File: src/verilog/fetchPkg.sv
// Fetch stage 1 shared types
package fetchPkg;

  localparam int FETCH_WIDTH  = 4;  // instructions per fetch bundle.
  localparam int BTB_ENTRIES  = 16; // target buffer entries in each bank.
  localparam int BP_ENTRIES   = 64; // direction counters in each bank.
  localparam int RAS_DEPTH    = 8;  // entries in the return address stack.
  localparam int CACHE_LINES  = 32; // one bundle per line.
  localparam int BUNDLE_BYTES = 16; // bytes fetched per cycle.

  localparam int PC_BITS          = 32;
  localparam int INST_BITS        = 32;
  localparam int INST_BYTES       = INST_BITS / 8;
  localparam int WORD_OFFSET_BITS = $clog2(INST_BYTES);   // byte offset inside a word.
  localparam int OFFSET_BITS      = $clog2(BUNDLE_BYTES); // byte offset inside a bundle.
  localparam int SLOT_BITS        = $clog2(FETCH_WIDTH);  // selects the bank of a slot.
  localparam int BTB_INDEX_BITS   = $clog2(BTB_ENTRIES);
  localparam int BTB_TAG_BITS     = PC_BITS - OFFSET_BITS - BTB_INDEX_BITS;
  localparam int BP_INDEX_BITS    = $clog2(BP_ENTRIES);
  localparam int RAS_PTR_BITS     = $clog2(RAS_DEPTH);
  localparam int CACHE_INDEX_BITS = $clog2(CACHE_LINES);
  localparam int CACHE_TAG_BITS   = PC_BITS - OFFSET_BITS - CACHE_INDEX_BITS;

  typedef logic [PC_BITS-1:0]          pcT;
  typedef logic [INST_BITS-1:0]        instT;
  typedef instT [FETCH_WIDTH-1:0]      bundleT; // slot 0 sits at the lowest address.
  typedef logic [SLOT_BITS-1:0]        slotT;
  typedef logic [BTB_INDEX_BITS-1:0]   btbIndexT;
  typedef logic [BTB_TAG_BITS-1:0]     btbTagT;
  typedef logic [BP_INDEX_BITS-1:0]    bpIndexT;
  typedef logic [1:0]                  counterT;
  typedef logic [RAS_PTR_BITS-1:0]     rasPtrT;
  typedef logic [CACHE_INDEX_BITS-1:0] cacheIndexT;
  typedef logic [CACHE_TAG_BITS-1:0]   cacheTagT;

  localparam pcT LINE_MASK = ~pcT'(BUNDLE_BYTES - 1); // clears the bundle offset.

  // Two-bit saturating counter values.
  localparam counterT CNT_STRONG_NT = 2'b00;
  localparam counterT CNT_WEAK_NT   = 2'b01;
  localparam counterT CNT_STRONG_T  = 2'b11;

  typedef enum logic [1:0] {
    BR_RETURN = 2'b00,
    BR_CALL   = 2'b01,
    BR_JUMP   = 2'b10,
    BR_COND   = 2'b11
  } brTypeT;

  typedef struct packed {
    logic   hit;
    brTypeT ctrlType;
    pcT     target;
  } btbLookupT;

  typedef btbLookupT [FETCH_WIDTH-1:0] btbLookupVecT;

  typedef struct packed {
    logic   hit;
    brTypeT ctrlType;
    pcT     target;
    logic   taken;
  } slotPredT;

  typedef slotPredT [FETCH_WIDTH-1:0] slotPredVecT;

  typedef struct packed {
    logic   valid;
    pcT     pc;
    pcT     target;
    brTypeT brType;
    logic   dir;
  } updateT;

  typedef struct packed {
    logic valid;
    pcT   pc;
  } redirectT;

  typedef struct packed {
    logic valid;
    logic isCall;
    pcT   callPc;
    logic isReturn;
    pcT   target;
  } idRedirectT;

endpackage

File: src/verilog/branchPredictor.sv
// Banked bimodal direction predictor
module branchPredictor (
  input  logic                   clk,
  input  logic                   reset,
  input  fetchPkg::pcT           pc_i,
  input  fetchPkg::updateT       update_i,
  output logic [fetchPkg::FETCH_WIDTH-1:0] taken_o
);
  import fetchPkg::*;

  counterT cntQ [FETCH_WIDTH][BP_ENTRIES]; // one saturating counter per entry.

  bpIndexT rdIndex;
  slotT    updBank;
  bpIndexT updIndex;
  counterT updCnt;
  logic    updEn;

  assign rdIndex  = pc_i[OFFSET_BITS +: BP_INDEX_BITS];
  assign updBank  = update_i.pc[WORD_OFFSET_BITS +: SLOT_BITS];
  assign updIndex = update_i.pc[OFFSET_BITS +: BP_INDEX_BITS];
  assign updCnt   = cntQ[updBank][updIndex]; // current value of the counter being trained.
  assign updEn    = update_i.valid && (update_i.brType == BR_COND); // only conditionals train.

  always_ff @(posedge clk) begin
    if (reset) begin
      for (int b = 0; b < FETCH_WIDTH; b++) begin
        for (int e = 0; e < BP_ENTRIES; e++) begin
          cntQ[b][e] <= CNT_WEAK_NT; // every branch starts weakly not taken.
        end
      end
    end else if (updEn) begin
      if (update_i.dir && (updCnt != CNT_STRONG_T)) begin
        cntQ[updBank][updIndex] <= updCnt + counterT'(1); // step toward taken.
      end else if (!update_i.dir && (updCnt != CNT_STRONG_NT)) begin
        cntQ[updBank][updIndex] <= updCnt - counterT'(1); // step toward not taken.
      end
    end
  end

  // The upper counter bit is the predicted direction.
  always_comb begin
    for (int s = 0; s < FETCH_WIDTH; s++) begin
      taken_o[s] = cntQ[s][rdIndex][1];
    end
  end

endmodule

File: config.mk
export PLATFORM = sky130hd
export DESIGN_NAME = branchPredictor
export DESIGN_NICKNAME = d
export VERILOG_FILES = /design/src/verilog/fetchPkg.sv /design/src/verilog/branchPredictor.sv
export SDC_FILE = /design/constraint.sdc
export NUM_CORES = 1
export LEC_CHECK = 0
export ABC_AREA = 1
export BUFFER_PORTS_ARGS = -buffer_cell sky130_fd_sc_hd__clkbuf_2
export CAP_MARGIN = 5
export CORE_MARGIN = 2
export CORE_UTILIZATION = 41
export CTS_BUF_LIST = sky130_fd_sc_hd__clkbuf_8
export DETAILED_ROUTE_END_ITERATION = 8
export GPL_TIMING_DRIVEN = 1
export MAX_ROUTING_LAYER = met4
export PLACE_DENSITY = 0.62
export SETUP_SLACK_MARGIN = 0.05
export SLEW_MARGIN = 10
export SYNTH_ARGS = -nofsm -noshare
export SYNTH_HDL_FRONTEND = slang
export SYNTH_SLANG_ARGS = --single-unit
File: constraint.sdc
create_clock -name clk -period 4.2 [get_ports clk]
set_input_delay 0.42 -clock clk [delete_from_list [all_inputs] [get_ports clk]]
set_output_delay 0.42 -clock clk [all_outputs]
set_load 0.05 [all_outputs]
==> results.json <==
{
  "drt_iter0_drc": 3006,
  "status": "finished, final reports clean",
  "synth_top_area_frac": 0.5140,
  "hold_viol": 0,
  "setup_viol_count_final": 0,
  "clkTransAtPathRegs_ns": 0.06,
  "synth_cells": 4042,
  "wl_met1_mm": 40.12,
  "max_freq_mhz": 267.3,
  "layout_setup_ws_ns": 0.4588,
  "irDropWorstVdd_mv": 0.2662,
  "start_util": 0.4121,
  "synth_fa_ha_area_frac": 0.0008365,
  "multi_input_area_mm2": 0.01188,
  "tritoncts": "yes",
  "cts_buffers": 87,
  "wl_per_cell_um": 18.95,
  "cts-root-buf": "clkbuf_8",
  "largest-register": "cntQ",
  "cts_sinks": 512,
  "first_global_vias": 25630,
  "ant_nets": 0,
  "layout_commonest_cell": "nand2_1",
  "synth-xor-area-share": 0.01874,
  "synth_seq_area_share": 0.5140,
  "grt_overflow_total": 0,
  "drcViolationCount": 0,
  "yosys.area_share.simple": 0.3276,
  "place_inst": 5092,
  "path_class": "input pin to flop",
  "pre_cts_ws_ns": -0.1705,
  "dr_wl_met3_mm": 9.733,
  "core-area_mm2": 0.07259,
  "grt_pass1_wl_mm": 150.1,
  "wirelength_mm": 99.53,
  "p_leak_uw": 0.01353,
  "maxSlewViolCount": 0,
  "hp-class": "input pin to flop",
  "skew_ns": 0.04531,
  "crit_required_ns": 4.61,
  "largest_reg_flops": 512,
  "synthMuxAreaShare": 0,
  "postCtsSetupRepairBufs": 0,
  "cts_hold_buf": 0,
  "stdcell_area_mm2": 0.03449,
  "drive_above_1_share": 0.1056,
  "synth_top_area_cell": "edfxtp_1",
  "grt_max_degree": 129,
  "tightestPinTransition_ns": 1.133,
  "synth_compound_area_frac": 0.04651,
  "rsz0062_at_grt": "false",
  "cts_resized": 0,
  "p_per_area_mw_per_mm2": 353.7,
  "yosysUniqueCellTypes": 28,
  "dieArea_mm2": 0.07514,
  "grt_usage": 0.2732,
  "avgViaCountPerCell": 5.189,
  "met2_length_mm": 45.65,
  "drv_cap": 0,
  "register_area_mm2": 0.01537,
  "num_rows": 99,
  "dieWidth_um": 274.1,
  "synth_area_leaders": "edfxtp_1, nand2_1, nor2_1, inv_1, o21ai_0",
  "setup_tns_ns": 0,
  "syn_area_mm2": 0.02991,
  "fillers": 7301,
  "synth_top_family_by_area": "simple AND/OR/NAND/NOR gates",
  "utilization": 0.4752,
  "place_congestion": 0.9273,
  "placement.io_buffers": 23,
  "critPathLaunchType": "input pin",
  "path_max_fanout": 28,
  "clk_path_buf_depth": 3,
  "layout.cells.non_filler": 5253,
  "clk_latency_ns": 0.72,
  "top_layer": "met4",
  "arrival_ns": 4.15,
  "die_y_um": 274.1,
  "antenna_found_initial": 4,
  "slew_headroom": 0.2426,
  "io_pins": 106,
  "vias": 27260,
  "drt_first_pass_iters": 5,
  "hpwl_mm": 63.42,
  "largestRegisters": "cntQ (512)",
  "final_cell_mix": "nand2_1, nor2_1, edfxtp_1",
  "syn-num-nets": 4146,
  "htree_levels": 3,
  "yosys_warnings": 0,
  "syn2layout_area_growth_pct": 15.31,
  "syn-mean-instance-area_um2": 7.401,
  "post-route-period-util": 0.8908,
  "dpl_cell_area_mm2": 0.03292,
  "fin_crit_ns": 3.741,
  "end_kind": "flop",
  "final_nets": 4326,
  "synth-seq-cells": 512
}
==> metrics by stage <==
stage	hold slack, ns	total power (uW)
after floorplan	0.8787	7198
after global placement	1.168	7993
after detailed placement	1.174	7998
after CTS	0.4277	12190
after global routing	0.5126	12600
final	0.4733	12200
==> cell type report <==
type,instances,share of cell area
flip-flops and latches,512,0.4457
multi-input cells,2855,0.3444
repair buffers,316,0.07995
inverters,450,0.04940
clock buffers,89,0.03551
well taps,959,0.03479
clock inverters,67,0.009866
diodes,5,0.0003627
==> critical path, cell delays in order <==
cell,delay (ns)
buf_2,0.18
nor2_4,0.89
buf_4,0.32
nand2_1,0.06
nand4_1,0.07
nand2_1,0.05
nand2_1,0.08
nor2_1,0.05
nand2_1,0.17
nand2_1,0.08
nand2_1,0.06
inv_1,0.05
nand2_1,0.06
nor2_1,0.06
ha_4,0.17
nor4_2,0.40
nor2_4,0.11
inv_1,0.14
buf_4,0.20
nand2_1,0.14
nor2_1,0.17
inv_1,0.08
nand2_1,0.11
==> synthesized netlist by cell type, drive strengths merged <==
cell,count
ha,2
clkinv,7
inv,443
a21oi,18
nor2,847
nor4,1
xor2,64
o211ai,7
nor3,8
nand2,1578
o221ai,7
o21ai,166
nand3,38
or2,1
edfxtp,512
buf,82
nor4b,1
o22ai,57
clkbuf,143
nand4,60
==> power by group <==
group	switching (uW)	total, uW	internal [uW]	leakage [uW]
combinational	1620	2160	547	0.00820
clock	2160	4260	2090	0.000868
sequential	68.2	5780	5710	0.00447
total	3850	12200	8350	0.0135
==> kinds of logic (layout without fill, tap and decap cells) <==
family          after synthesis  in the layout
compound gates              255            255
xor+xnor                     64             64
fa+ha+maj                     2              2
buf+inv                     675            922
flops                       512            512
other cells                   0              5
simple gates               2534           2534
==> worst paths after layout <==
| check | from | to | slack (ns) | cells after the start |
|---|---|---|---|---|
| max | update_i[38] | cntQ[0][28]$_SDFFCE_PN1P_ | 0.46 | 23 |
| min | update_i[0] | cntQ[3][29]$_SDFFCE_PN0P_ | 0.47 | 6 |
| max reg2reg | cntQ[1][53]$_SDFFCE_PN0P_ | cntQ[0][28]$_SDFFCE_PN1P_ | 0.69 | 20 |
| min reg2reg | cntQ[3][118]$_SDFFCE_PN1P_ | cntQ[0][78]$_SDFFCE_PN1P_ | 1.66 | 12 |
==> layer usage <==
metal,GRT usage,vias up
li1,-,13000
met1,0.3499,12650
met2,0.4304,1371
met3,0.04466,243
met4,0.1144,0
met5,-,-
Note: power is estimated with default switching activity, not from simulation.
