**config.mk**
```make
export PLATFORM = sky130hd
export DESIGN_NAME = branchTargetBuffer
export DESIGN_NICKNAME = d
export VERILOG_FILES = /design/src/verilog/fetchPkg.sv /design/src/verilog/branchTargetBuffer.sv
export SDC_FILE = /design/constraint.sdc
export NUM_CORES = 2
export LEC_CHECK = 0
export BUFFER_PORTS_ARGS = -buffer_cell sky130_fd_sc_hd__clkbuf_2
export CORE_ASPECT_RATIO = 0.8
export CORE_MARGIN = 3
export CORE_UTILIZATION = 30
export CTS_BUF_LIST = sky130_fd_sc_hd__clkbuf_4 sky130_fd_sc_hd__clkbuf_8
export CTS_CLUSTER_SIZE = 24
export DETAILED_ROUTE_END_ITERATION = 10
export PLACE_DENSITY_LB_ADDON = 0.1
export SYNTH_ARGS = -nofsm -noshare
export SYNTH_HDL_FRONTEND = slang
export SYNTH_SLANG_ARGS = --single-unit
export TNS_END_PERCENT = 100
```
**constraint.sdc**
```tcl
create_clock -name clk -period 4.9 [get_ports clk]
set_input_delay 0.49 -clock clk [delete_from_list [all_inputs] [get_ports clk]]
set_output_delay 0.49 -clock clk [all_outputs]
set_load 0.05 [all_outputs]
```
**src/verilog/fetchPkg.sv**
```systemverilog
// Fetch stage 1 shared types
package fetchPkg;

  localparam int FETCH_WIDTH  = 4;  // instructions per fetch bundle.
  localparam int BTB_ENTRIES  = 16; // target buffer entries in each bank.
  localparam int BP_ENTRIES   = 64; // direction counters in each bank.
  localparam int RAS_DEPTH    = 8;  // entries in the return address stack.
  localparam int CACHE_LINES  = 32; // one bundle per line.
  localparam int BUNDLE_BYTES = 16; // bytes fetched per cycle.

  localparam int PC_BITS          = 32;
  localparam int INST_BITS        = 32;
  localparam int INST_BYTES       = INST_BITS / 8;
  localparam int WORD_OFFSET_BITS = $clog2(INST_BYTES);   // byte offset inside a word.
  localparam int OFFSET_BITS      = $clog2(BUNDLE_BYTES); // byte offset inside a bundle.
  localparam int SLOT_BITS        = $clog2(FETCH_WIDTH);  // selects the bank of a slot.
  localparam int BTB_INDEX_BITS   = $clog2(BTB_ENTRIES);
  localparam int BTB_TAG_BITS     = PC_BITS - OFFSET_BITS - BTB_INDEX_BITS;
  localparam int BP_INDEX_BITS    = $clog2(BP_ENTRIES);
  localparam int RAS_PTR_BITS     = $clog2(RAS_DEPTH);
  localparam int CACHE_INDEX_BITS = $clog2(CACHE_LINES);
  localparam int CACHE_TAG_BITS   = PC_BITS - OFFSET_BITS - CACHE_INDEX_BITS;

  typedef logic [PC_BITS-1:0]          pcT;
  typedef logic [INST_BITS-1:0]        instT;
  typedef instT [FETCH_WIDTH-1:0]      bundleT; // slot 0 sits at the lowest address.
  typedef logic [SLOT_BITS-1:0]        slotT;
  typedef logic [BTB_INDEX_BITS-1:0]   btbIndexT;
  typedef logic [BTB_TAG_BITS-1:0]     btbTagT;
  typedef logic [BP_INDEX_BITS-1:0]    bpIndexT;
  typedef logic [1:0]                  counterT;
  typedef logic [RAS_PTR_BITS-1:0]     rasPtrT;
  typedef logic [CACHE_INDEX_BITS-1:0] cacheIndexT;
  typedef logic [CACHE_TAG_BITS-1:0]   cacheTagT;

  localparam pcT LINE_MASK = ~pcT'(BUNDLE_BYTES - 1); // clears the bundle offset.

  // Two-bit saturating counter values.
  localparam counterT CNT_STRONG_NT = 2'b00;
  localparam counterT CNT_WEAK_NT   = 2'b01;
  localparam counterT CNT_STRONG_T  = 2'b11;

  typedef enum logic [1:0] {
    BR_RETURN = 2'b00,
    BR_CALL   = 2'b01,
    BR_JUMP   = 2'b10,
    BR_COND   = 2'b11
  } brTypeT;

  typedef struct packed {
    logic   hit;
    brTypeT ctrlType;
    pcT     target;
  } btbLookupT;

  typedef btbLookupT [FETCH_WIDTH-1:0] btbLookupVecT;

  typedef struct packed {
    logic   hit;
    brTypeT ctrlType;
    pcT     target;
    logic   taken;
  } slotPredT;

  typedef slotPredT [FETCH_WIDTH-1:0] slotPredVecT;

  typedef struct packed {
    logic   valid;
    pcT     pc;
    pcT     target;
    brTypeT brType;
    logic   dir;
  } updateT;

  typedef struct packed {
    logic valid;
    pcT   pc;
  } redirectT;

  typedef struct packed {
    logic valid;
    logic isCall;
    pcT   callPc;
    logic isReturn;
    pcT   target;
  } idRedirectT;

endpackage

```
**src/verilog/branchTargetBuffer.sv**
```systemverilog
// Banked branch target buffer
module branchTargetBuffer (
  input  logic                   clk,
  input  logic                   reset,
  input  fetchPkg::pcT           pc_i,
  input  fetchPkg::updateT       update_i,
  output fetchPkg::btbLookupVecT lookup_o
);
  import fetchPkg::*;

  logic     validQ  [FETCH_WIDTH][BTB_ENTRIES]; // one valid bit per entry.
  btbTagT   tagQ    [FETCH_WIDTH][BTB_ENTRIES];
  brTypeT   typeQ   [FETCH_WIDTH][BTB_ENTRIES];
  pcT       targetQ [FETCH_WIDTH][BTB_ENTRIES];

  btbIndexT rdIndex;
  btbTagT   rdTag;
  slotT     updBank;
  btbIndexT updIndex;
  btbTagT   updTag;
  logic     updEn;

  assign rdIndex = pc_i[OFFSET_BITS +: BTB_INDEX_BITS]; // all banks share the bundle index.
  assign rdTag   = pc_i[PC_BITS-1 -: BTB_TAG_BITS];

  assign updBank  = update_i.pc[WORD_OFFSET_BITS +: SLOT_BITS]; // the slot picks the bank.
  assign updIndex = update_i.pc[OFFSET_BITS +: BTB_INDEX_BITS];
  assign updTag   = update_i.pc[PC_BITS-1 -: BTB_TAG_BITS];

  // A conditional branch only earns an entry once it has been taken.
  assign updEn = update_i.valid && ((update_i.brType != BR_COND) || update_i.dir);

  always_ff @(posedge clk) begin
    if (reset) begin
      for (int b = 0; b < FETCH_WIDTH; b++) begin
        for (int e = 0; e < BTB_ENTRIES; e++) begin
          validQ[b][e] <= 1'b0; // the buffer starts empty.
        end
      end
    end else if (updEn) begin
      validQ[updBank][updIndex] <= 1'b1;
    end
  end

  always_ff @(posedge clk) begin
    if (updEn) begin
      tagQ[updBank][updIndex]    <= updTag;
      typeQ[updBank][updIndex]   <= update_i.brType;
      targetQ[updBank][updIndex] <= update_i.target; // a later update to the entry replaces it.
    end
  end

  // Lookup is combinational so the prediction lines up with the bundle.
  always_comb begin
    for (int s = 0; s < FETCH_WIDTH; s++) begin
      lookup_o[s].hit      = validQ[s][rdIndex] && (tagQ[s][rdIndex] == rdTag);
      lookup_o[s].ctrlType = typeQ[s][rdIndex];
      lookup_o[s].target   = targetQ[s][rdIndex];
    end
  end

endmodule

```
==> summary.md <==
| Metric | Value |
|---|---|
| Post-synthesis cell area | 145000 sq um |
| Std-Cell Rows | 227 |
| Met1 usage | 26.1% |
| Syn avg cell area | 23.2 sq um |
| Final Non-Filler Cells | 14200 |
| Most frequent CP cell | mux4_2 |
| Final setup violation count | 0 |
| Layout cells sized above 1 | 35.3% |
| Vias | 71400 |
| Yosys Warn Count | 0 |
| Crit path max fanout | 2 |
| Fin. Hold Viols | 0 |
| Register area share after synthesis | 77.8% |
| Critical-path cell list | mux4_2 -> mux4_2 -> xnor2_1 -> a2111oi_2 -> nand4_1 -> nor4_4 -> buf_4 -> buf_12 |
| RSZ-0062 raised after global routing | true |
| H-tree levels | 6 |
| Critical path class | reg2out |
| Most frequent cells in the layout | edfxtp_1 (3712), mux4_2 (998), clkbuf_8 (654) |
| Worst clock skew | 0 ps |
| Hold Slack | 174 ps |
| Seq cells post-synth | 3776 |
| DP Wirelength | 247 mm |
| Terminus of the critical flop-to-flop path | validQ[2][0]$_DFF_P_ |
| ANT nets after route | 0 |
| Fin. max-slew vios | 0 |
| All-Layer GR Usage | 18.2% |
| Pre-CTS WS | -25.8 ps |
| Routed WL | 457 mm |
| Reg clk slew, reported paths | 60 ps |
| Final Cell Area | 170000 sq um |
| CP Capture Type | output pin |
| Placed cell area | 157000 sq um |
| Postcts setup bufs | 0 |
| Hold endpoint | tagQ[0][74]$_DFFE_PP_ |
| Initial Utilization | 30.2% |
| NetSw | 15900 uW |
| Relative slew margins | 20.2% |
| First-pass GRT wire length | 622 mm |
| Reg power frac | 53.0% |
| CP max stage cell | nor4_4 |
| Commonest non-fill, non-tap cell in the layout | edfxtp_1 |
| R2R Setup Slk | 3660 ps |
| Vias in the first global route | 74500 |
| Clock network fraction of design power | 40.7% |
| Worst Path Required | 4410 ps |
| Fin Setup TNS | 0 ps |
| Global routing usage on met3 | 2.60% |
| Maxcap violations | 0 |
| Switching Share | 23.5% |
| Worst Slack Setup Final | 66.7 ps |
| Worst EP arrival | 4340 ps |
| Initial antenna violation count | 48 |
| Die X | 783 microns |
| GR peak layer | met2 |
| Outcome | complete, no violations |
| Combinational group share of total power | 6.3% |
| Wire per inst | 32.3 microns |
| DIE HEIGHT | 628 microns |
| Reg-to-Reg Start | validQ[2][0]$_DFF_P_ |
| CP bufs+invs | 2 |
| Clk sinks | 3776 |
| Int Power | 51600 uW |
| Met2 usage | 29.6% |
| Highest achievable clock rate | 0.207 GHz |
| CTS tree | done |
| PD cells | 396 nW/um^2 |
| LEAKAGE | 0.0534 uW |
| VDD IR max | 269 uV |
| Total core area | 480000 sq um |
| Slowest stage delay, CP | 660 ps |
| Pin count of the biggest net entering global routing | 108 |
| IO Count | 242 |
| Async set-reset flop share out of synthesis | 0% |
| Period utilisation layout | 98.6% |
| Routability cong. | 0.777 |
| Crit path launch | tagQ[1][234]$_DFFE_PP_ |
| Post-synth EDFFs | 3712 |
| Syn Nets | 6360 |
| Post-Place Cells | 12900 |
| PortBufs | 235 |
| Unique masters post-synth | 75 |
| # nets final | 7336 |
| Clk root buf | clkbuf_8 |
| Clk_lat worst skew | 1210 ps |
| Worst slew pin tran | 1200 ps |
| Top FF cell, synth | edfxtp_1 |
| Initial DRC Count | 6846 |
| HP Start | update_i[45] |
| Die Area | 492000 sq um |
| CP top delay family | multiplexers |
| Fin crit period | 4830 ps |
| Mapped Cells | 6258 |
| Critical Path Source Type | flip-flop |
| Remaining DRCs | 0 |
| CTS Buffer Depth | 4 |
| Vias/cell | 5.04 |
| HP Class | in2reg |
| Worst R2R Path Depth | 3 |
| Cts bufs inserted | 640 |
| Hold Crit Depth | 1 |
| DRT Pass-1 Iters | 5 |
| GRT overflow | 0 |
| Area growth, synth to finish | 17.3% |
metal layers:
metal / wire (microns) / vias up
met2: 218000 / 2192
met3: 22400 / 652
met1: 207000 / 39700
met5: 62 / -
met4: 9180 / 10
li1: - / 28800
timing repair:
item,4_1_cts,5_1_grt
hold buffers,61,0
hold endpoints to repair,2907,0
endpoints found under the setup margin,4,2
pin swaps,10,4
resized for setup,18,2
cloned,0,0
stage by stage:
stage | total power (uW) | util [%]
2_1_floorplan | 38700 | -
3_3_place_gp | 40700 | 32.7
6_report | 67400 | 35.4
3_5_place_dp | 40700 | 32.7
4_1_cts | 68600 | 35.4
5_1_grt | 70100 | 35.4
sequential cells by signal, indices dropped and copies added (netlist names):
signal,count
validQ,64
typeQ,128
tagQ,1536
targetQ,2048
cells by family (layout without fill, tap and decap cells):
family	count (synthesis)	count (layout)	synth area share (%)
buffers and inverters	357	1822	1.34
AND/OR/NAND/NOR	477	477	1.48
AO/OA/AOI/OAI	321	321	1.58
flip-flops	3776	3776	77.8
multiplexers	1224	1224	17.2
XOR/XNOR	103	103	0.622
other	0	21	0
layout make-up:
cell class / instances / area, sq um
fillers: 44400 / 310000
flip-flops and latches: 3776 / 113000
multi-input cells: 2125 / 30900
clock buffers: 890 / 10800
well taps: 6412 / 8020
repair buffers: 671 / 6070
clock inverters: 241 / 1410
inverters: 20 / 87.6
diodes: 21 / 52.6
cell usage after synthesis, types with 23 or more instances:
library cell	count	area, sq um
a21oi_1	54	270
a22oi_1	33	248
nor2_1	214	803
o22ai_1	30	188
buf_2	122	611
and3_1	23	144
mux2_2	24	270
edfxtp_1	3712	111000
o21ai_0	49	245
dfxtp_1	64	1280
mux2i_1	192	1920
xnor2_1	81	709
buf_1	27	101
mux4_2	997	22500
nand2_1	122	458
clkbuf_1	120	450
buf_4	36	270
how the worst max path moves through the flow:
stage	slack (ps)	end	depth (start not counted)
floorplan	480	lookup_o[104]	10
global placement	-60	lookup_o[104]	12
detailed placement	-30	lookup_o[69]	12
CTS	-130	lookup_o[69]	8
global route	-100	lookup_o[69]	8
finish	70	lookup_o[69]	8
power by group through the flow:
stage | Sequential, uW | Combinational, uW | Clock (uW)
global route | 35700 | 4520 | 29900
detailed placement | 36400 | 4320 | 0
floorplan | 36400 | 2350 | 0
CTS | 35700 | 4370 | 28500
global placement | 36400 | 4280 | 0
finish | 35700 | 4260 | 27400
Note: power is estimated with default switching activity, not from simulation.
