--- src/verilog/fetchPkg.sv ---
// Fetch stage 1 shared types
package fetchPkg;

  localparam int FETCH_WIDTH  = 4;  // instructions per fetch bundle.
  localparam int BTB_ENTRIES  = 16; // target buffer entries in each bank.
  localparam int BP_ENTRIES   = 64; // direction counters in each bank.
  localparam int RAS_DEPTH    = 8;  // entries in the return address stack.
  localparam int CACHE_LINES  = 32; // one bundle per line.
  localparam int BUNDLE_BYTES = 16; // bytes fetched per cycle.

  localparam int PC_BITS          = 32;
  localparam int INST_BITS        = 32;
  localparam int INST_BYTES       = INST_BITS / 8;
  localparam int WORD_OFFSET_BITS = $clog2(INST_BYTES);   // byte offset inside a word.
  localparam int OFFSET_BITS      = $clog2(BUNDLE_BYTES); // byte offset inside a bundle.
  localparam int SLOT_BITS        = $clog2(FETCH_WIDTH);  // selects the bank of a slot.
  localparam int BTB_INDEX_BITS   = $clog2(BTB_ENTRIES);
  localparam int BTB_TAG_BITS     = PC_BITS - OFFSET_BITS - BTB_INDEX_BITS;
  localparam int BP_INDEX_BITS    = $clog2(BP_ENTRIES);
  localparam int RAS_PTR_BITS     = $clog2(RAS_DEPTH);
  localparam int CACHE_INDEX_BITS = $clog2(CACHE_LINES);
  localparam int CACHE_TAG_BITS   = PC_BITS - OFFSET_BITS - CACHE_INDEX_BITS;

  typedef logic [PC_BITS-1:0]          pcT;
  typedef logic [INST_BITS-1:0]        instT;
  typedef instT [FETCH_WIDTH-1:0]      bundleT; // slot 0 sits at the lowest address.
  typedef logic [SLOT_BITS-1:0]        slotT;
  typedef logic [BTB_INDEX_BITS-1:0]   btbIndexT;
  typedef logic [BTB_TAG_BITS-1:0]     btbTagT;
  typedef logic [BP_INDEX_BITS-1:0]    bpIndexT;
  typedef logic [1:0]                  counterT;
  typedef logic [RAS_PTR_BITS-1:0]     rasPtrT;
  typedef logic [CACHE_INDEX_BITS-1:0] cacheIndexT;
  typedef logic [CACHE_TAG_BITS-1:0]   cacheTagT;

  localparam pcT LINE_MASK = ~pcT'(BUNDLE_BYTES - 1); // clears the bundle offset.

  // Two-bit saturating counter values.
  localparam counterT CNT_STRONG_NT = 2'b00;
  localparam counterT CNT_WEAK_NT   = 2'b01;
  localparam counterT CNT_STRONG_T  = 2'b11;

  typedef enum logic [1:0] {
    BR_RETURN = 2'b00,
    BR_CALL   = 2'b01,
    BR_JUMP   = 2'b10,
    BR_COND   = 2'b11
  } brTypeT;

  typedef struct packed {
    logic   hit;
    brTypeT ctrlType;
    pcT     target;
  } btbLookupT;

  typedef btbLookupT [FETCH_WIDTH-1:0] btbLookupVecT;

  typedef struct packed {
    logic   hit;
    brTypeT ctrlType;
    pcT     target;
    logic   taken;
  } slotPredT;

  typedef slotPredT [FETCH_WIDTH-1:0] slotPredVecT;

  typedef struct packed {
    logic   valid;
    pcT     pc;
    pcT     target;
    brTypeT brType;
    logic   dir;
  } updateT;

  typedef struct packed {
    logic valid;
    pcT   pc;
  } redirectT;

  typedef struct packed {
    logic valid;
    logic isCall;
    pcT   callPc;
    logic isReturn;
    pcT   target;
  } idRedirectT;

endpackage

--- src/verilog/instCache.sv ---
// Direct-mapped bundle instruction cache
module instCache (
  input  logic             clk,
  input  logic             reset,
  input  fetchPkg::pcT     pc_i,
  input  logic             missReady_i,
  input  logic             fillValid_i,
  input  fetchPkg::pcT     fillAddr_i,
  input  fetchPkg::bundleT fillLine_i,
  output logic             hit_o,
  output fetchPkg::bundleT bundle_o,
  output logic             missValid_o,
  output fetchPkg::pcT     missAddr_o
);
  import fetchPkg::*;

  typedef enum logic [1:0] {
    IDLE,
    REQUEST,
    WAIT_FILL
  } missStateT;

  logic       validQ [CACHE_LINES];
  cacheTagT   tagQ   [CACHE_LINES];
  bundleT     dataQ  [CACHE_LINES];

  missStateT  stateQ;
  pcT         reqAddrQ; // line address of the outstanding miss.

  cacheIndexT rdIndex;
  cacheTagT   rdTag;
  cacheIndexT fillIndex;
  cacheTagT   fillTag;
  logic       fillMatch;

  assign rdIndex   = pc_i[OFFSET_BITS +: CACHE_INDEX_BITS];
  assign rdTag     = pc_i[PC_BITS-1 -: CACHE_TAG_BITS];
  assign fillIndex = fillAddr_i[OFFSET_BITS +: CACHE_INDEX_BITS];
  assign fillTag   = fillAddr_i[PC_BITS-1 -: CACHE_TAG_BITS];

  assign hit_o    = validQ[rdIndex] && (tagQ[rdIndex] == rdTag);
  assign bundle_o = dataQ[rdIndex];

  // The fill closes the miss only when it returns the requested line.
  assign fillMatch = fillValid_i && ((fillAddr_i & LINE_MASK) == reqAddrQ);

  always_ff @(posedge clk) begin
    if (reset) begin
      for (int i = 0; i < CACHE_LINES; i++) begin
        validQ[i] <= 1'b0;
      end
    end else if (fillValid_i) begin
      validQ[fillIndex] <= 1'b1; // fills are always accepted.
    end
  end

  always_ff @(posedge clk) begin
    if (fillValid_i) begin
      tagQ[fillIndex]  <= fillTag;
      dataQ[fillIndex] <= fillLine_i;
    end
  end

  // Reset enters REQUEST for line 0 since the PC restarts at 0 on a cold cache.
  always_ff @(posedge clk) begin
    if (reset) begin
      stateQ   <= REQUEST;
      reqAddrQ <= '0;
    end else begin
      case (stateQ)
        IDLE: begin
          if (!hit_o) begin
            stateQ   <= REQUEST;
            reqAddrQ <= pc_i & LINE_MASK; // capture the line so the request holds steady.
          end
        end
        REQUEST: begin
          if (missReady_i) begin
            stateQ <= WAIT_FILL; // memory owns the request now.
          end
        end
        WAIT_FILL: begin
          if (fillMatch) begin
            stateQ <= IDLE; // the line is written on this edge and hits next cycle.
          end
        end
        default: begin
          stateQ <= IDLE;
        end
      endcase
    end
  end

  assign missValid_o = (stateQ == REQUEST);
  assign missAddr_o  = reqAddrQ;

endmodule

--- config.mk ---
export PLATFORM = sky130hd
export DESIGN_NAME = instCache
export DESIGN_NICKNAME = d
export VERILOG_FILES = /design/src/verilog/fetchPkg.sv /design/src/verilog/instCache.sv
export SDC_FILE = /design/constraint.sdc
export NUM_CORES = 2
export LEC_CHECK = 0
export BUFFER_PORTS_ARGS = -buffer_cell sky130_fd_sc_hd__buf_2
export CORE_AREA = 2 2 791 793
export CTS_BUF_LIST = sky130_fd_sc_hd__clkbuf_16
export DETAILED_ROUTE_END_ITERATION = 8
export DIE_AREA = 0 0 793 795
export HOLD_SLACK_MARGIN = 0.03
export SYNTH_ARGS = -nofsm -noshare
export SYNTH_HDL_FRONTEND = slang
export SYNTH_MEMORY_MAX_BITS = 65536
export SYNTH_SLANG_ARGS = --single-unit
--- constraint.sdc ---
create_clock -name clk -period 15.6 [get_ports clk]
set_input_delay 3.12 -clock clk [delete_from_list [all_inputs] [get_ports clk]]
set_output_delay 3.12 -clock clk [all_outputs]
set_load 0.05 [all_outputs]
==> metrics.txt <==
RSZ-0062 raised after global routing no; first-pass GRT wire length 682 mm; Reg clk slew, reported paths 0.06 ns; Max stage delay on crit path 0.77 ns; R2R Setup Slk 11.13 ns; die area 630000 sq um; synth unique cells 57; chip height 795 um; clk sink count 4894; HP Class reg -> reg; kind of cell adding the most delay to the critical path buffers and inverters; placed cell area 198000 sq um; post-DP HPWL 252 mm; Synth Register Bits 4894; total track usage 15.1%; setup ws final 4.57 ns; largest net degree at the start of global routing 168; pre-CTS setup slack 4.45 ns; Port Buf Inserts 345; core area 622000 sq um; crit path time final 11.03 ns; GR Overflow Total 0; CTS Buffer Depth 4; Max rail drop VDD 0.104 mV; First DRT Iteration DRCs 9495; Worst Max-Slew Pin Slew 1.31 ns; total routed wirelength 491 mm; # IOs 358; worst-case reg-to-reg path depth 10; Synth Area in Compound Gates 0.485%; WP buf/inv 5; reg2reg end missAddr_o[16]$_SDFFE_PP0P_; Crit path depth 9; CP Capture Point bundle_o[68]; GPL Wtd Cong 0.734; Syn Area/Cell 24.2 sq um; clk_skew 0.0492 ns; setup bufs post-CTS 0; cell mode on critical path buf_12; Worst path slowest cell buf_4; share of cells above drive strength 1 30.9%; Slew Limit Fails 0; Leakage 66.0 nW; Seq/Total Area, Yosys 78.6%; CP startpoint pc_i[4]; Slew HR 12.6%; Final Setup Violations 0; placed insts 16100; initial antenna violation count 132; Async S/R FF share, synth 0%; htree depth 5; post-synth top area share 78.0%; maximum clock frequency 0.0907 GHz; main combinational cell family by area after synthesis multiplexers; clock buffer count from CTS 460; Die Wd 793 um; Synth Area in Adders 0%; drt first pass iters 5; fin nets 8483; Power per Cell Area 128 nW/um^2; CTS Hold Bufs 0; clk_lat worst skew 1.02 ns; Tcrit/Tclk final 70.7%; CTS tree yes; Via density 5.03; Final Cell Area 214000 sq um; post-route ant nets 0; Gate Count Post-Synth 7697; Yosys top cell by area edfxtp_1; Initial Util 29.9%; Crit Path Class in -> out; Ys Warns 0; mux cell area share after synthesis 18.1%; CP arrival 7.91 ns; XOR/XNOR Fraction of Synth Area 0.231%; Primary FF master, synth edfxtp_1; Final Util 34.3%; Critical Path, Cell by Cell buf_12 > buf_4 > buf_12 > buf_12 > mux4_2 > mux4_2 > nand2_1 > nand2_1 > buf_2; P&R area growth vs syn 14.7%; Post-synth EDFFs 4832; num rows 290; root buf cell clkbuf_16; post-synthesis cell area 186000 sq um; WL/cell 28.8 um; status finished, final reports clean; top cells by area, synth edfxtp_1 78%, mux4_2 17%, nand2_1 0.82%, dfxtp_1 0.67%, mux2i_1 0.62%; post-CTS resize count 0; Finished Layout Cells 17000; CP startpoint kind input pin; vias in the first global route 87900; endpoints failing hold 0; total number of vias 85600; simple-gate portion of the synthesized area 1.53%; max_cap viols 0; DRC 0; kind of end point of the critical path output port; CP max FO 116; Crit Reg-Reg Startpoint tagQ[19][19]$_DFFE_PP_; setup TNS 0 ns; Worst Path Required 12.48 ns
[layout make-up]
cell class | count | area (sq um)
Fill cell | 56800 | 408000
Clock inverter | 377 | 3430
Multi-Input combinational cell | 2404 | 38100
Timing Repair Buffer | 525 | 3550
Tap cell | 8322 | 10400
Inverter | 2 | 15.0
Sequential cell | 4894 | 146000
Clock buffer | 462 | 11600
Antenna cell | 40 | 100
[flip-flops by register name, indices dropped and copies added (netlist names)]
signal      cells
stateQ          2
dataQ        4096
missAddr_o     28
tagQ          736
validQ         32
[placed cells by master (no fill, tap or decap), types with 31 or more instances in the layout]
cell and instances:
edfxtp_1 4832, nand2_1 406, xnor2_1 32, nor2_1 80
dfxtp_1 62, clkbuf_16 462, mux2i_1 116, o22ai_1 31
a22oi_1 34, buf_12 35, clkinv_2 87, diode_2 40
clkinv_1 100, nor2_4 32, buf_2 340, inv_1 89
mux4_2 1437, nand2b_1 62, buf_4 147, bufinv_16 45
[worst min path at each step]
stage | start | to | slack, ns | cells after the start
floorplan | validQ[10]$_DFF_P_ | validQ[10]$_DFF_P_ | 0.43 | 2
global placement | validQ[11]$_DFF_P_ | validQ[11]$_DFF_P_ | 0.44 | 2
detailed placement | validQ[11]$_DFF_P_ | validQ[11]$_DFF_P_ | 0.45 | 2
CTS | validQ[11]$_DFF_P_ | validQ[11]$_DFF_P_ | 0.47 | 2
global route | validQ[11]$_DFF_P_ | validQ[11]$_DFF_P_ | 0.49 | 2
finish | validQ[11]$_DFF_P_ | validQ[11]$_DFF_P_ | 0.46 | 2
[worst register-to-register path: stages, from the launching register on]
cell and delay [ns]:
edfxtp_1 0.37, mux4_2 0.48, a22o_1 0.25, a221oi_1 0.58, nand3_1 0.23, xnor2_1 0.24
nand4_1 0.36, nor4_4 0.12, a211oi_4 1.08, buf_4 0.43, mux2i_1 0.25
[logic make-up after synthesis]
logic type / after synthesis
AO/OA/AOI/OAI: 127
XOR/XNOR: 49
buffers and inverters: 402
flip-flops: 4894
multiplexers: 1566
other: 1
AND/OR/NAND/NOR: 658
[cell usage after synthesis (14+ instances only)]
master / number
nand2b_1: 62
a21oi_1: 14
nand2_1: 406
mux2i_1: 116
buf_6: 17
a22oi_1: 34
clkbuf_1: 207
xor2_1: 17
o22ai_1: 31
xnor2_1: 32
mux4_2: 1437
buf_1: 31
edfxtp_1: 4832
nor2_1: 112
buf_2: 123
dfxtp_1: 62
buf_4: 18
[power breakdown]
part / total, W / leakage [nW] / internal (W) / switching (W)
registers: 0.0146 / 44.0 / 0.0146 / 0.0000400
clock network: 0.0111 / 7.63 / 0.00615 / 0.00491
logic: 0.00153 / 14.3 / 0.000549 / 0.000978
[routing by layer]
layer | wire length [um] | vias up | part of all wire, % | global-route usage (%)
li1 | - | 34100 | - | -
met3 | 35600 | 784 | 7.3 | 2.58
met2 | 247000 | 3496 | 50 | 26.0
met4 | 13500 | 42 | 2.7 | 4.14
met5 | 246 | - | 0.050 | 0
met1 | 194000 | 47100 | 40 | 19.8
[per-stage QoR]
| stage | total power [W] | hold slack, ns |
|---|---|---|
| after floorplan | 0.0159 | 0.435 |
| after global placement | 0.0164 | 0.444 |
| after detailed placement | 0.0165 | 0.453 |
| after CTS | 0.0275 | 0.466 |
| after global routing | 0.0280 | 0.487 |
| final | 0.0272 | 0.462 |
Note: power is estimated with default switching activity, not from simulation.
