File: src/verilog/fetchPkg.sv
// Fetch stage 1 shared types
package fetchPkg;

  localparam int FETCH_WIDTH  = 4;  // instructions per fetch bundle.
  localparam int BTB_ENTRIES  = 16; // target buffer entries in each bank.
  localparam int BP_ENTRIES   = 64; // direction counters in each bank.
  localparam int RAS_DEPTH    = 8;  // entries in the return address stack.
  localparam int CACHE_LINES  = 32; // one bundle per line.
  localparam int BUNDLE_BYTES = 16; // bytes fetched per cycle.

  localparam int PC_BITS          = 32;
  localparam int INST_BITS        = 32;
  localparam int INST_BYTES       = INST_BITS / 8;
  localparam int WORD_OFFSET_BITS = $clog2(INST_BYTES);   // byte offset inside a word.
  localparam int OFFSET_BITS      = $clog2(BUNDLE_BYTES); // byte offset inside a bundle.
  localparam int SLOT_BITS        = $clog2(FETCH_WIDTH);  // selects the bank of a slot.
  localparam int BTB_INDEX_BITS   = $clog2(BTB_ENTRIES);
  localparam int BTB_TAG_BITS     = PC_BITS - OFFSET_BITS - BTB_INDEX_BITS;
  localparam int BP_INDEX_BITS    = $clog2(BP_ENTRIES);
  localparam int RAS_PTR_BITS     = $clog2(RAS_DEPTH);
  localparam int CACHE_INDEX_BITS = $clog2(CACHE_LINES);
  localparam int CACHE_TAG_BITS   = PC_BITS - OFFSET_BITS - CACHE_INDEX_BITS;

  typedef logic [PC_BITS-1:0]          pcT;
  typedef logic [INST_BITS-1:0]        instT;
  typedef instT [FETCH_WIDTH-1:0]      bundleT; // slot 0 sits at the lowest address.
  typedef logic [SLOT_BITS-1:0]        slotT;
  typedef logic [BTB_INDEX_BITS-1:0]   btbIndexT;
  typedef logic [BTB_TAG_BITS-1:0]     btbTagT;
  typedef logic [BP_INDEX_BITS-1:0]    bpIndexT;
  typedef logic [1:0]                  counterT;
  typedef logic [RAS_PTR_BITS-1:0]     rasPtrT;
  typedef logic [CACHE_INDEX_BITS-1:0] cacheIndexT;
  typedef logic [CACHE_TAG_BITS-1:0]   cacheTagT;

  localparam pcT LINE_MASK = ~pcT'(BUNDLE_BYTES - 1); // clears the bundle offset.

  // Two-bit saturating counter values.
  localparam counterT CNT_STRONG_NT = 2'b00;
  localparam counterT CNT_WEAK_NT   = 2'b01;
  localparam counterT CNT_STRONG_T  = 2'b11;

  typedef enum logic [1:0] {
    BR_RETURN = 2'b00,
    BR_CALL   = 2'b01,
    BR_JUMP   = 2'b10,
    BR_COND   = 2'b11
  } brTypeT;

  typedef struct packed {
    logic   hit;
    brTypeT ctrlType;
    pcT     target;
  } btbLookupT;

  typedef btbLookupT [FETCH_WIDTH-1:0] btbLookupVecT;

  typedef struct packed {
    logic   hit;
    brTypeT ctrlType;
    pcT     target;
    logic   taken;
  } slotPredT;

  typedef slotPredT [FETCH_WIDTH-1:0] slotPredVecT;

  typedef struct packed {
    logic   valid;
    pcT     pc;
    pcT     target;
    brTypeT brType;
    logic   dir;
  } updateT;

  typedef struct packed {
    logic valid;
    pcT   pc;
  } redirectT;

  typedef struct packed {
    logic valid;
    logic isCall;
    pcT   callPc;
    logic isReturn;
    pcT   target;
  } idRedirectT;

endpackage

File: src/verilog/returnAddressStack.sv
// Circular return address stack
module returnAddressStack (
  input  logic         clk,
  input  logic         reset,
  input  logic         push_i,
  input  fetchPkg::pcT pushAddr_i,
  input  logic         pop_i,
  input  logic         repairPush_i,
  input  fetchPkg::pcT repairPc_i,
  input  logic         repairPop_i,
  output fetchPkg::pcT top_o
);
  import fetchPkg::*;

  pcT     stackQ [RAS_DEPTH];
  rasPtrT topPtrQ; // points at the most recent return address.
  rasPtrT pushPtr;
  rasPtrT popPtr;

  assign pushPtr = topPtrQ + rasPtrT'(1); // wraps, so a full stack loses its oldest entry.
  assign popPtr  = topPtrQ - rasPtrT'(1);

  always_ff @(posedge clk) begin
    if (reset) begin
      topPtrQ <= '0;
      for (int i = 0; i < RAS_DEPTH; i++) begin
        stackQ[i] <= '0; // an empty stack reads back zero.
      end
    end else if (repairPush_i && repairPop_i) begin
      stackQ[topPtrQ] <= repairPc_i; // a call that is also a return swaps the top.
    end else if (repairPush_i) begin
      topPtrQ         <= pushPtr;
      stackQ[pushPtr] <= repairPc_i; // decode found a call the BTB missed.
    end else if (repairPop_i) begin
      topPtrQ <= popPtr; // decode found a return the BTB missed.
    end else if (push_i) begin
      topPtrQ         <= pushPtr;
      stackQ[pushPtr] <= pushAddr_i;
    end else if (pop_i) begin
      topPtrQ <= popPtr;
    end
  end

  assign top_o = stackQ[topPtrQ];

endmodule

File: config.mk
export PLATFORM = sky130hd
export DESIGN_NAME = returnAddressStack
export DESIGN_NICKNAME = d
export VERILOG_FILES = /design/src/verilog/fetchPkg.sv /design/src/verilog/returnAddressStack.sv
export SDC_FILE = /design/constraint.sdc
export NUM_CORES = 1
export LEC_CHECK = 0
export BUFFER_PORTS_ARGS = -buffer_cell sky130_fd_sc_hd__buf_2
export CAP_MARGIN = 5
export CORE_MARGIN = 4
export CORE_UTILIZATION = 53
export DETAILED_ROUTE_END_ITERATION = 16
export PLACE_DENSITY = 0.84
export REMOVE_ABC_BUFFERS = 1
export SLEW_MARGIN = 5
export SYNTH_ARGS = -nofsm -noshare
export SYNTH_HDL_FRONTEND = slang
export SYNTH_SLANG_ARGS = --single-unit
export TNS_END_PERCENT = 30
File: constraint.sdc
create_clock -name clk -period 5.6 [get_ports clk]
set_input_delay 0.84 -clock clk [delete_from_list [all_inputs] [get_ports clk]]
set_output_delay 0.84 -clock clk [all_outputs]
set_load 0.05 [all_outputs]
==> results of run 1 <==
through the flow:
| step | setup TNS, ns | hold WS [ns] | worst slack [ns] |
|---|---|---|---|
| final | 0 | 0.5810 | 1.668 |
| after global routing | 0 | 0.6279 | 1.397 |
| after CTS | 0 | 0.5805 | 1.581 |
| after detailed placement | 0 | 0.5699 | 1.704 |
| after global placement | 0 | 0.5638 | 1.809 |
| after floorplan | -57.68 | 0.5241 | -0.9013 |
per-layer routing:
| layer | GRT usage (%) | share of wire (%) | up-vias |
|---|---|---|---|
| met5 | 0 | 0 | - |
| met4 | 6.154 | 2.6 | 0 |
| met3 | 3.003 | 7.9 | 56 |
| met2 | 36.86 | 51 | 370 |
| met1 | 28.82 | 39 | 3567 |
| li1 | - | - | 3039 |
power breakdown:
| part | internal, mW | switching [mW] | total, mW | leakage, nW |
|---|---|---|---|---|
| Clock | 0.858 | 0.669 | 1.53 | 0.344 |
| Combinational | 0.340 | 0.660 | 1.00 | 1.75 |
| Sequential | 2.38 | 0.114 | 2.50 | 2.66 |
| Total | 3.58 | 1.44 | 5.02 | 4.75 |
state kept, by name, summed over array words and instances (netlist names), named ones only:
signal / flops
stackQ: 256
topPtrQ: 3
placed cells by master (no fill, tap or decap), drive strengths merged, types with 2 or more instances in the layout:
master,n
nor3,66
nand2b,2
mux4,64
o2111ai,2
clkbuf,33
inv,5
nand3,4
a21oi,5
edfxtp,256
ha,2
buf,113
nor2,196
a21boi,6
o21ai,4
clkinv,5
o221ai,4
o21a,4
mux2i,33
dfxtp,6
mux2,32
final cells by class:
type,instances,area (sq um)
Fill cell,1644,8927
Sequential cell,262,7814
Multi-Input combinational cell,434,4153
Clock buffer,33,655.6
Timing Repair Buffer,113,595.6
Tap cell,285,356.6
Clock inverter,6,51.30
Inverter,5,18.77
worst register-to-register path, stage by stage (launching register included):
cell,delay (ns)
dfxtp_1,0.45
inv_1,0.12
ha_1,0.35
nand3_1,0.30
nand3_2,0.61
a21boi_4,1.16
how the worst max path moves through the flow:
stage / depth (start not counted) / to / slack (ns) / from
floorplan: 4 / stackQ[0][0] / -0.90 / repairPop_i
global placement: 5 / stackQ[0][8] / 1.81 / reset
detailed placement: 5 / stackQ[0][23] / 1.70 / reset
CTS: 4 / top_o[19] / 1.58 / flip-flop
global route: 4 / top_o[19] / 1.40 / flip-flop
finish: 4 / top_o[18] / 1.67 / flip-flop
synth_stat cells:
master	n
edfxtp_1	256
nor2_1	195
mux4_2	64
nor3_2	63
buf_2	38
mux2_2	32
mux2i_2	30
clkbuf_1	10
a21boi_0	6
buf_6	6
dfxtp_1	6
inv_1	5
o21a_1	4
o221ai_2	4
a21oi_2	3
mux2i_1	3
nor3_1	3
o21ai_2	3
a21oi_1	2
ha_1	2
nand2b_1	2
nand3_1	2
nand3_2	2
a211oi_1	1
a22oi_1	1
and3_1	1
buf_1	1
nand3b_1	1
nor2_2	1
nor4_1	1
nor4b_4	1
o2111ai_1	1
o2111ai_2	1
o21ai_0	1
o21ba_2	1
o21bai_4	1
or2_1	1
xnor2_1	1
kinds of logic after synthesis:
logic type / Yosys count
DFF: 262
AOI/OAI and AO/OA: 29
buffers and inverters: 60
adders and majority gates: 2
and+or+nand+nor: 273
xor gates and xnor gates: 1
muxes: 129
==> impl_results.md, run 1 <==
* Status: finished, final reports clean
* Synth area leader: edfxtp_1
* Synthesized area at 0.01215 sq mm
* Htree depth at 1
* CTS max path bufs at 3
* CP Max Fanout at 53
* Final antenna-violating net count at 0
* Largest net degree at the start of global routing at 54
* Unrepaired setup endpoints after global routing: no
* Compound-Gate Fraction of Synth Area at 2.224%
* Crit-path slowest cell: dfxtp_4
* Slew Limit Fails at 0
* GR Overflow Total at 0
* Cell area after layout at 0.01364 sq mm
* Clk_skew at 0.007532 ns
* Crit-path cells: buf_4 > mux4_2 > mux2_2 > buf_2
* Register area share after synthesis at 64.26%
* Synthesized instance count at 756
* Hpwl dp at 15610 um
* Yosys top cell area share at 63.27%
* First-pass GRT wire length at 42860 um
* Adder-Cell Fraction of Synth Area at 0.2060%
* Area growth, synth to finish at 12.30%
* Hold Startpoint: topPtrQ[1]
* Mux share of post-synthesis cell area at 18.47%
* Crit share post-route at 70.22%
* Max incr delay on CP at 1.05 ns
* Worst vdd ir at 246.5 uV
* Worst-Skew Late Latency at 0.51 ns
* CTS root buf: clkbuf_16
* Ports at 102
* Largest family of logic cells by synthesized area: multiplexers
* Post-CTS Hold Fix Bufs at 0
* Leakage at 4.753 nW
* WL final at 27030 um
* Ant diodes at 0
* Power per standard cell area at 368.3 mW/mm^2
* Vias per Instance at 6.179
* Max Cap Viol at 0
* Yosys warnings at 0
* Routed wire length per instance at 23.75 um
* Area of the core at 0.02257 sq mm
* Worst Hold Depth at 2
* Slew HR at 13.80%
* Antenna violations before repair at 0
* R2R setup slack at 2.22 ns
* Tmin final at 3.932 ns
* Synth top area cells: edfxtp_1 (63%), mux4_2 (12%), nor2_1 (6.0%)
* Inst Count DP at 1099
* Post-CTS Setup Inserts at 0
* Die area at 0.02541 sq mm
* Layout Nets at 913
* Finish-stage setup viols at 0
* Final core utilization at 60.45%
* Final Hold Fails at 0
* CTS sink cnt at 262
* Die Ht at 159.4 um
* Fmax at 254.3 MHz
* Die span in x at 159.4 um
* Top delay family on crit path: flip-flops
* Iter 0 DRT Violations at 720
* Vias in the first global route at 7539
* 1st-pass router iterations at 5
* Vias at 7032
* Overall Global Routing Usage at 21.39%
* Tot Pwr at 5.025 mW
* Standard-cell rows at 55
* Post-route DRC at 0
* Share of layout cells above drive strength 1 at 41.97%
* Port-buffer cells at 101
* Gpl congestion at 0.7704
* Yosys reg bits at 262
* Num CTS Buffers at 25
* HP Class: reg2reg
* Synth Area in Simple Gates at 12.15%
* Initial Utilization at 53.83%
* Post-synthesis xor/xnor area fraction at 0.07208%
* WP buf/inv at 2
* Placed cell area at 0.01294 sq mm
* Startpoint Class: flip-flop
* CTS tree: built
* Critical path data arrival time at 3.09 ns
* Reg-to-Reg End: stackQ[0][3]
* CP Capture Type: output port
* Worst r2r src: topPtrQ[0]
* Critical path class: reg2out
* Least-Margin Pin Slew at 1.293 ns
* CP required at 4.76 ns
* Syn avg cell area at 16.07 sq um
* Final cell count without fillers at 1138
* CTS resizes at 0
* Netlist cell types at 38
* Worst r2r path cells at 5
* Clock transition at path regs at 0.06 ns
Power figures use the tool's default switching activity.
==> run 2, diff against run 1 <==
- PLACE_DENSITY: 0.84 -> 0.87
- clock period: 5.6 -> 3.6 ns (I/O delays scaled with it)
==> run 2 against run 1 <==
Register-to-register slack got worse by 1.4 ns. Worst setup slack got worse by 1.2 ns. Clock power increased by 71%. Highest routed layer unchanged. Critical path depth unchanged. Critical path type unchanged.
==> impl_results.md, run 2 (synthesis results as in run 1) <==
* Worst Hold Depth at 2 (unchanged)
* Power per standard cell area at 582.9 mW/mm^2 (was 368.3 mW/mm^2)
* CTS sink cnt at 262 (unchanged)
* CP Capture Type: output port (unchanged)
* Status: finished, final reports clean (unchanged)
* Worst r2r path cells at 6 (was 5)
* Tmin final at 3.160 ns
* Share of layout cells above drive strength 1 at 43.49% (was 41.97%)
* Port-buffer cells at 101 (unchanged)
* Fmax at 316.5 MHz
* Max incr delay on CP at 0.70 ns (was 1.05 ns)
* Standard-cell rows at 55 (unchanged)
* Slew Limit Fails at 0 (unchanged)
* Antenna violations before repair at 0 (unchanged)
* Crit share post-route at 87.78%
* Area of the core at 0.02257 sq mm (unchanged)
* Tot Pwr at 8.119 mW (was 5.025 mW)
* WP buf/inv at 2 (unchanged)
* Ant diodes at 0 (unchanged)
* Initial Utilization at 53.83% (unchanged)
* Startpoint Class: flip-flop (unchanged)
* Iter 0 DRT Violations at 818 (was 720)
* Least-Margin Pin Slew at 1.223 ns (was 1.293 ns)
* Most frequent cells in the layout: edfxtp_1 (256), nor2_1 (195), buf_2 (101), mux4_2 (64), nor3_2 (63) (unchanged)
* Ports at 102 (unchanged)
* Largest regs: stackQ x256, topPtrQ x3 (unchanged)
* Critical path data arrival time at 2.62 ns (was 3.09 ns)
* 1st-pass router iterations at 5 (unchanged)
* Vias at 7228 (was 7032)
* Cell count along the critical path at 4 (unchanged)
* Unrepaired setup endpoints after global routing: no (unchanged)
* Routed wire length per instance at 24.52 um (was 23.75 um)
* Area growth, synth to finish at 14.63% (was 12.30%)
* Vias per Instance at 6.226 (was 6.179)
* WL final at 28460 um (was 27030 um)
* Leakage at 4.902 nW (was 4.753 nW)
* Finish-stage setup viols at 0 (unchanged)
* CTS tree: built (unchanged)
* Hpwl dp at 16290 um (was 15610 um)
* Num CTS Buffers at 26 (was 25)
* HP Class: in2reg (was reg2reg)
* CTS max path bufs at 3 (unchanged)
* Crit-path slowest cell: dfxtp_4 (unchanged)
* Die Ht at 159.4 um (unchanged)
* Post-CTS Hold Fix Bufs at 0 (unchanged)
* CTS resizes at 0 (unchanged)
* Post-route DRC at 0 (unchanged)
* Overall Global Routing Usage at 22.43% (was 21.39%)
* Top delay family on crit path: multiplexers (was flip-flops)
* Hold slack at 0.3976 ns (was 0.5810 ns)
* Htree depth at 1 (unchanged)
* First-pass GRT wire length at 44570 um (was 42860 um)
* Largest net degree at the start of global routing at 41 (was 54)
* Layout Nets at 929 (was 913)
* Max reg flops at 256 (unchanged)
* CP required at 3.06 ns (was 4.76 ns)
* Register area at 0.007814 sq mm (unchanged)
* Crit-path cells: buf_12 > mux4_2 > mux2_2 > buf_2 (was buf_4 > mux4_2 > mux2_2 > buf_2)
* Critical path class: reg2out (unchanged)
* Vias in the first global route at 7583 (was 7539)
* Register bank with the most flops: stackQ (unchanged)
* Gpl congestion at 0.7921 (was 0.7704)
* Final Hold Fails at 0 (unchanged)
* CTS root buf: clkbuf_16 (unchanged)
* Multi-input logic area at 0.004154 sq mm (was 0.004153 sq mm)
* Clock transition at path regs at 0.05 ns (was 0.06 ns)
* CP Max Fanout at 25 (was 53)
* Die area at 0.02541 sq mm (unchanged)
* Fillers at 1552 (was 1644)
* Worst-Skew Late Latency at 0.52 ns (was 0.51 ns)
* Slew HR at 18.43% (was 13.80%)
* GR Overflow Total at 0 (unchanged)
* Final antenna-violating net count at 0 (unchanged)
* Worst vdd ir at 348.0 uV (was 246.5 uV)
* Max Cap Viol at 0 (unchanged)
* Commonest non-fill, non-tap cell in the layout: edfxtp_1 (unchanged)
* Post-CTS Setup Inserts at 0 (unchanged)
* Clk_skew at 0.005973 ns (was 0.007532 ns)
* Die span in x at 159.4 um (unchanged)
run 2: cell types whose count changed in the layout (fill, tap and decap cells not counted), moves of 2 or more:
cell       delta
buf_4        +10
clkbuf_1      -2
buf_12        +5
clkinv_2      +3
clkinv_1      +3
clkbuf_16     +2
run 2: metrics by stage:
stage | cell area (sq um) | instances | util (%) | setup TNS, ns | setup WS (ns)
3_3_place_gp | 13110 | 1114 | 58.10 | 0 | 0.7374
3_5_place_dp | 13110 | 1114 | 58.10 | 0 | 0.6466
6_report | 13930 | 1161 | 61.71 | 0 | 0.4400
5_1_grt | 13930 | 1161 | 61.71 | 0 | 0.3050
2_1_floorplan | 11850 | 701 | - | -327.49 | -2.601
4_1_cts | 13930 | 1161 | 61.71 | 0 | 0.3952
run 2: worst register-to-register path, stage by stage (launching register included):
cell and delay (ns):
dfxtp_1 0.45, inv_1 0.11, ha_1 0.35, nand3_1 0.32
a21boi_0 0.35, o21a_2 0.53, buf_4 0.32
run 2: path summary, 6_finish.rpt:
| path | endpoint | slack, ns | start |
|---|---|---|---|
| worst max-delay path | top_o[18] | 0.44 | flip-flop |
| worst max register to register | stackQ[2][11] | 0.87 | topPtrQ[0] |
| worst min-delay path | flip-flop | 0.40 | reset |
| worst min register to register | flip-flop | 0.60 | topPtrQ[1] |
run 2: layout make-up:
class                      instances  area share (%)
sequential                       262           56.10
inverter                           5          0.1347
multi-input combinational        434           29.82
timing repair buffer             128           5.534
clock buffer                      33           5.013
clock inverter                    14          0.8354
tap                              285           2.560
run 2: power by group:
part / leakage, nW / switching (mW) / internal [mW] / total [mW]
Sequential: 2.66 / 0.148 / 3.70 / 3.85
Combinational: 1.84 / 1.09 / 0.562 / 1.66
Clock: 0.402 / 1.10 / 1.51 / 2.61
Total: 4.90 / 2.34 / 5.78 / 8.12
run 2: metal layers:
metal	GRT usage [%]	up-vias	share of wire, %
met5	0	-	0
met3	4.038	50	9.4
met1	30.92	3661	38
li1	-	3076	-
met4	6.114	0	2.0
met2	37.39	441	50
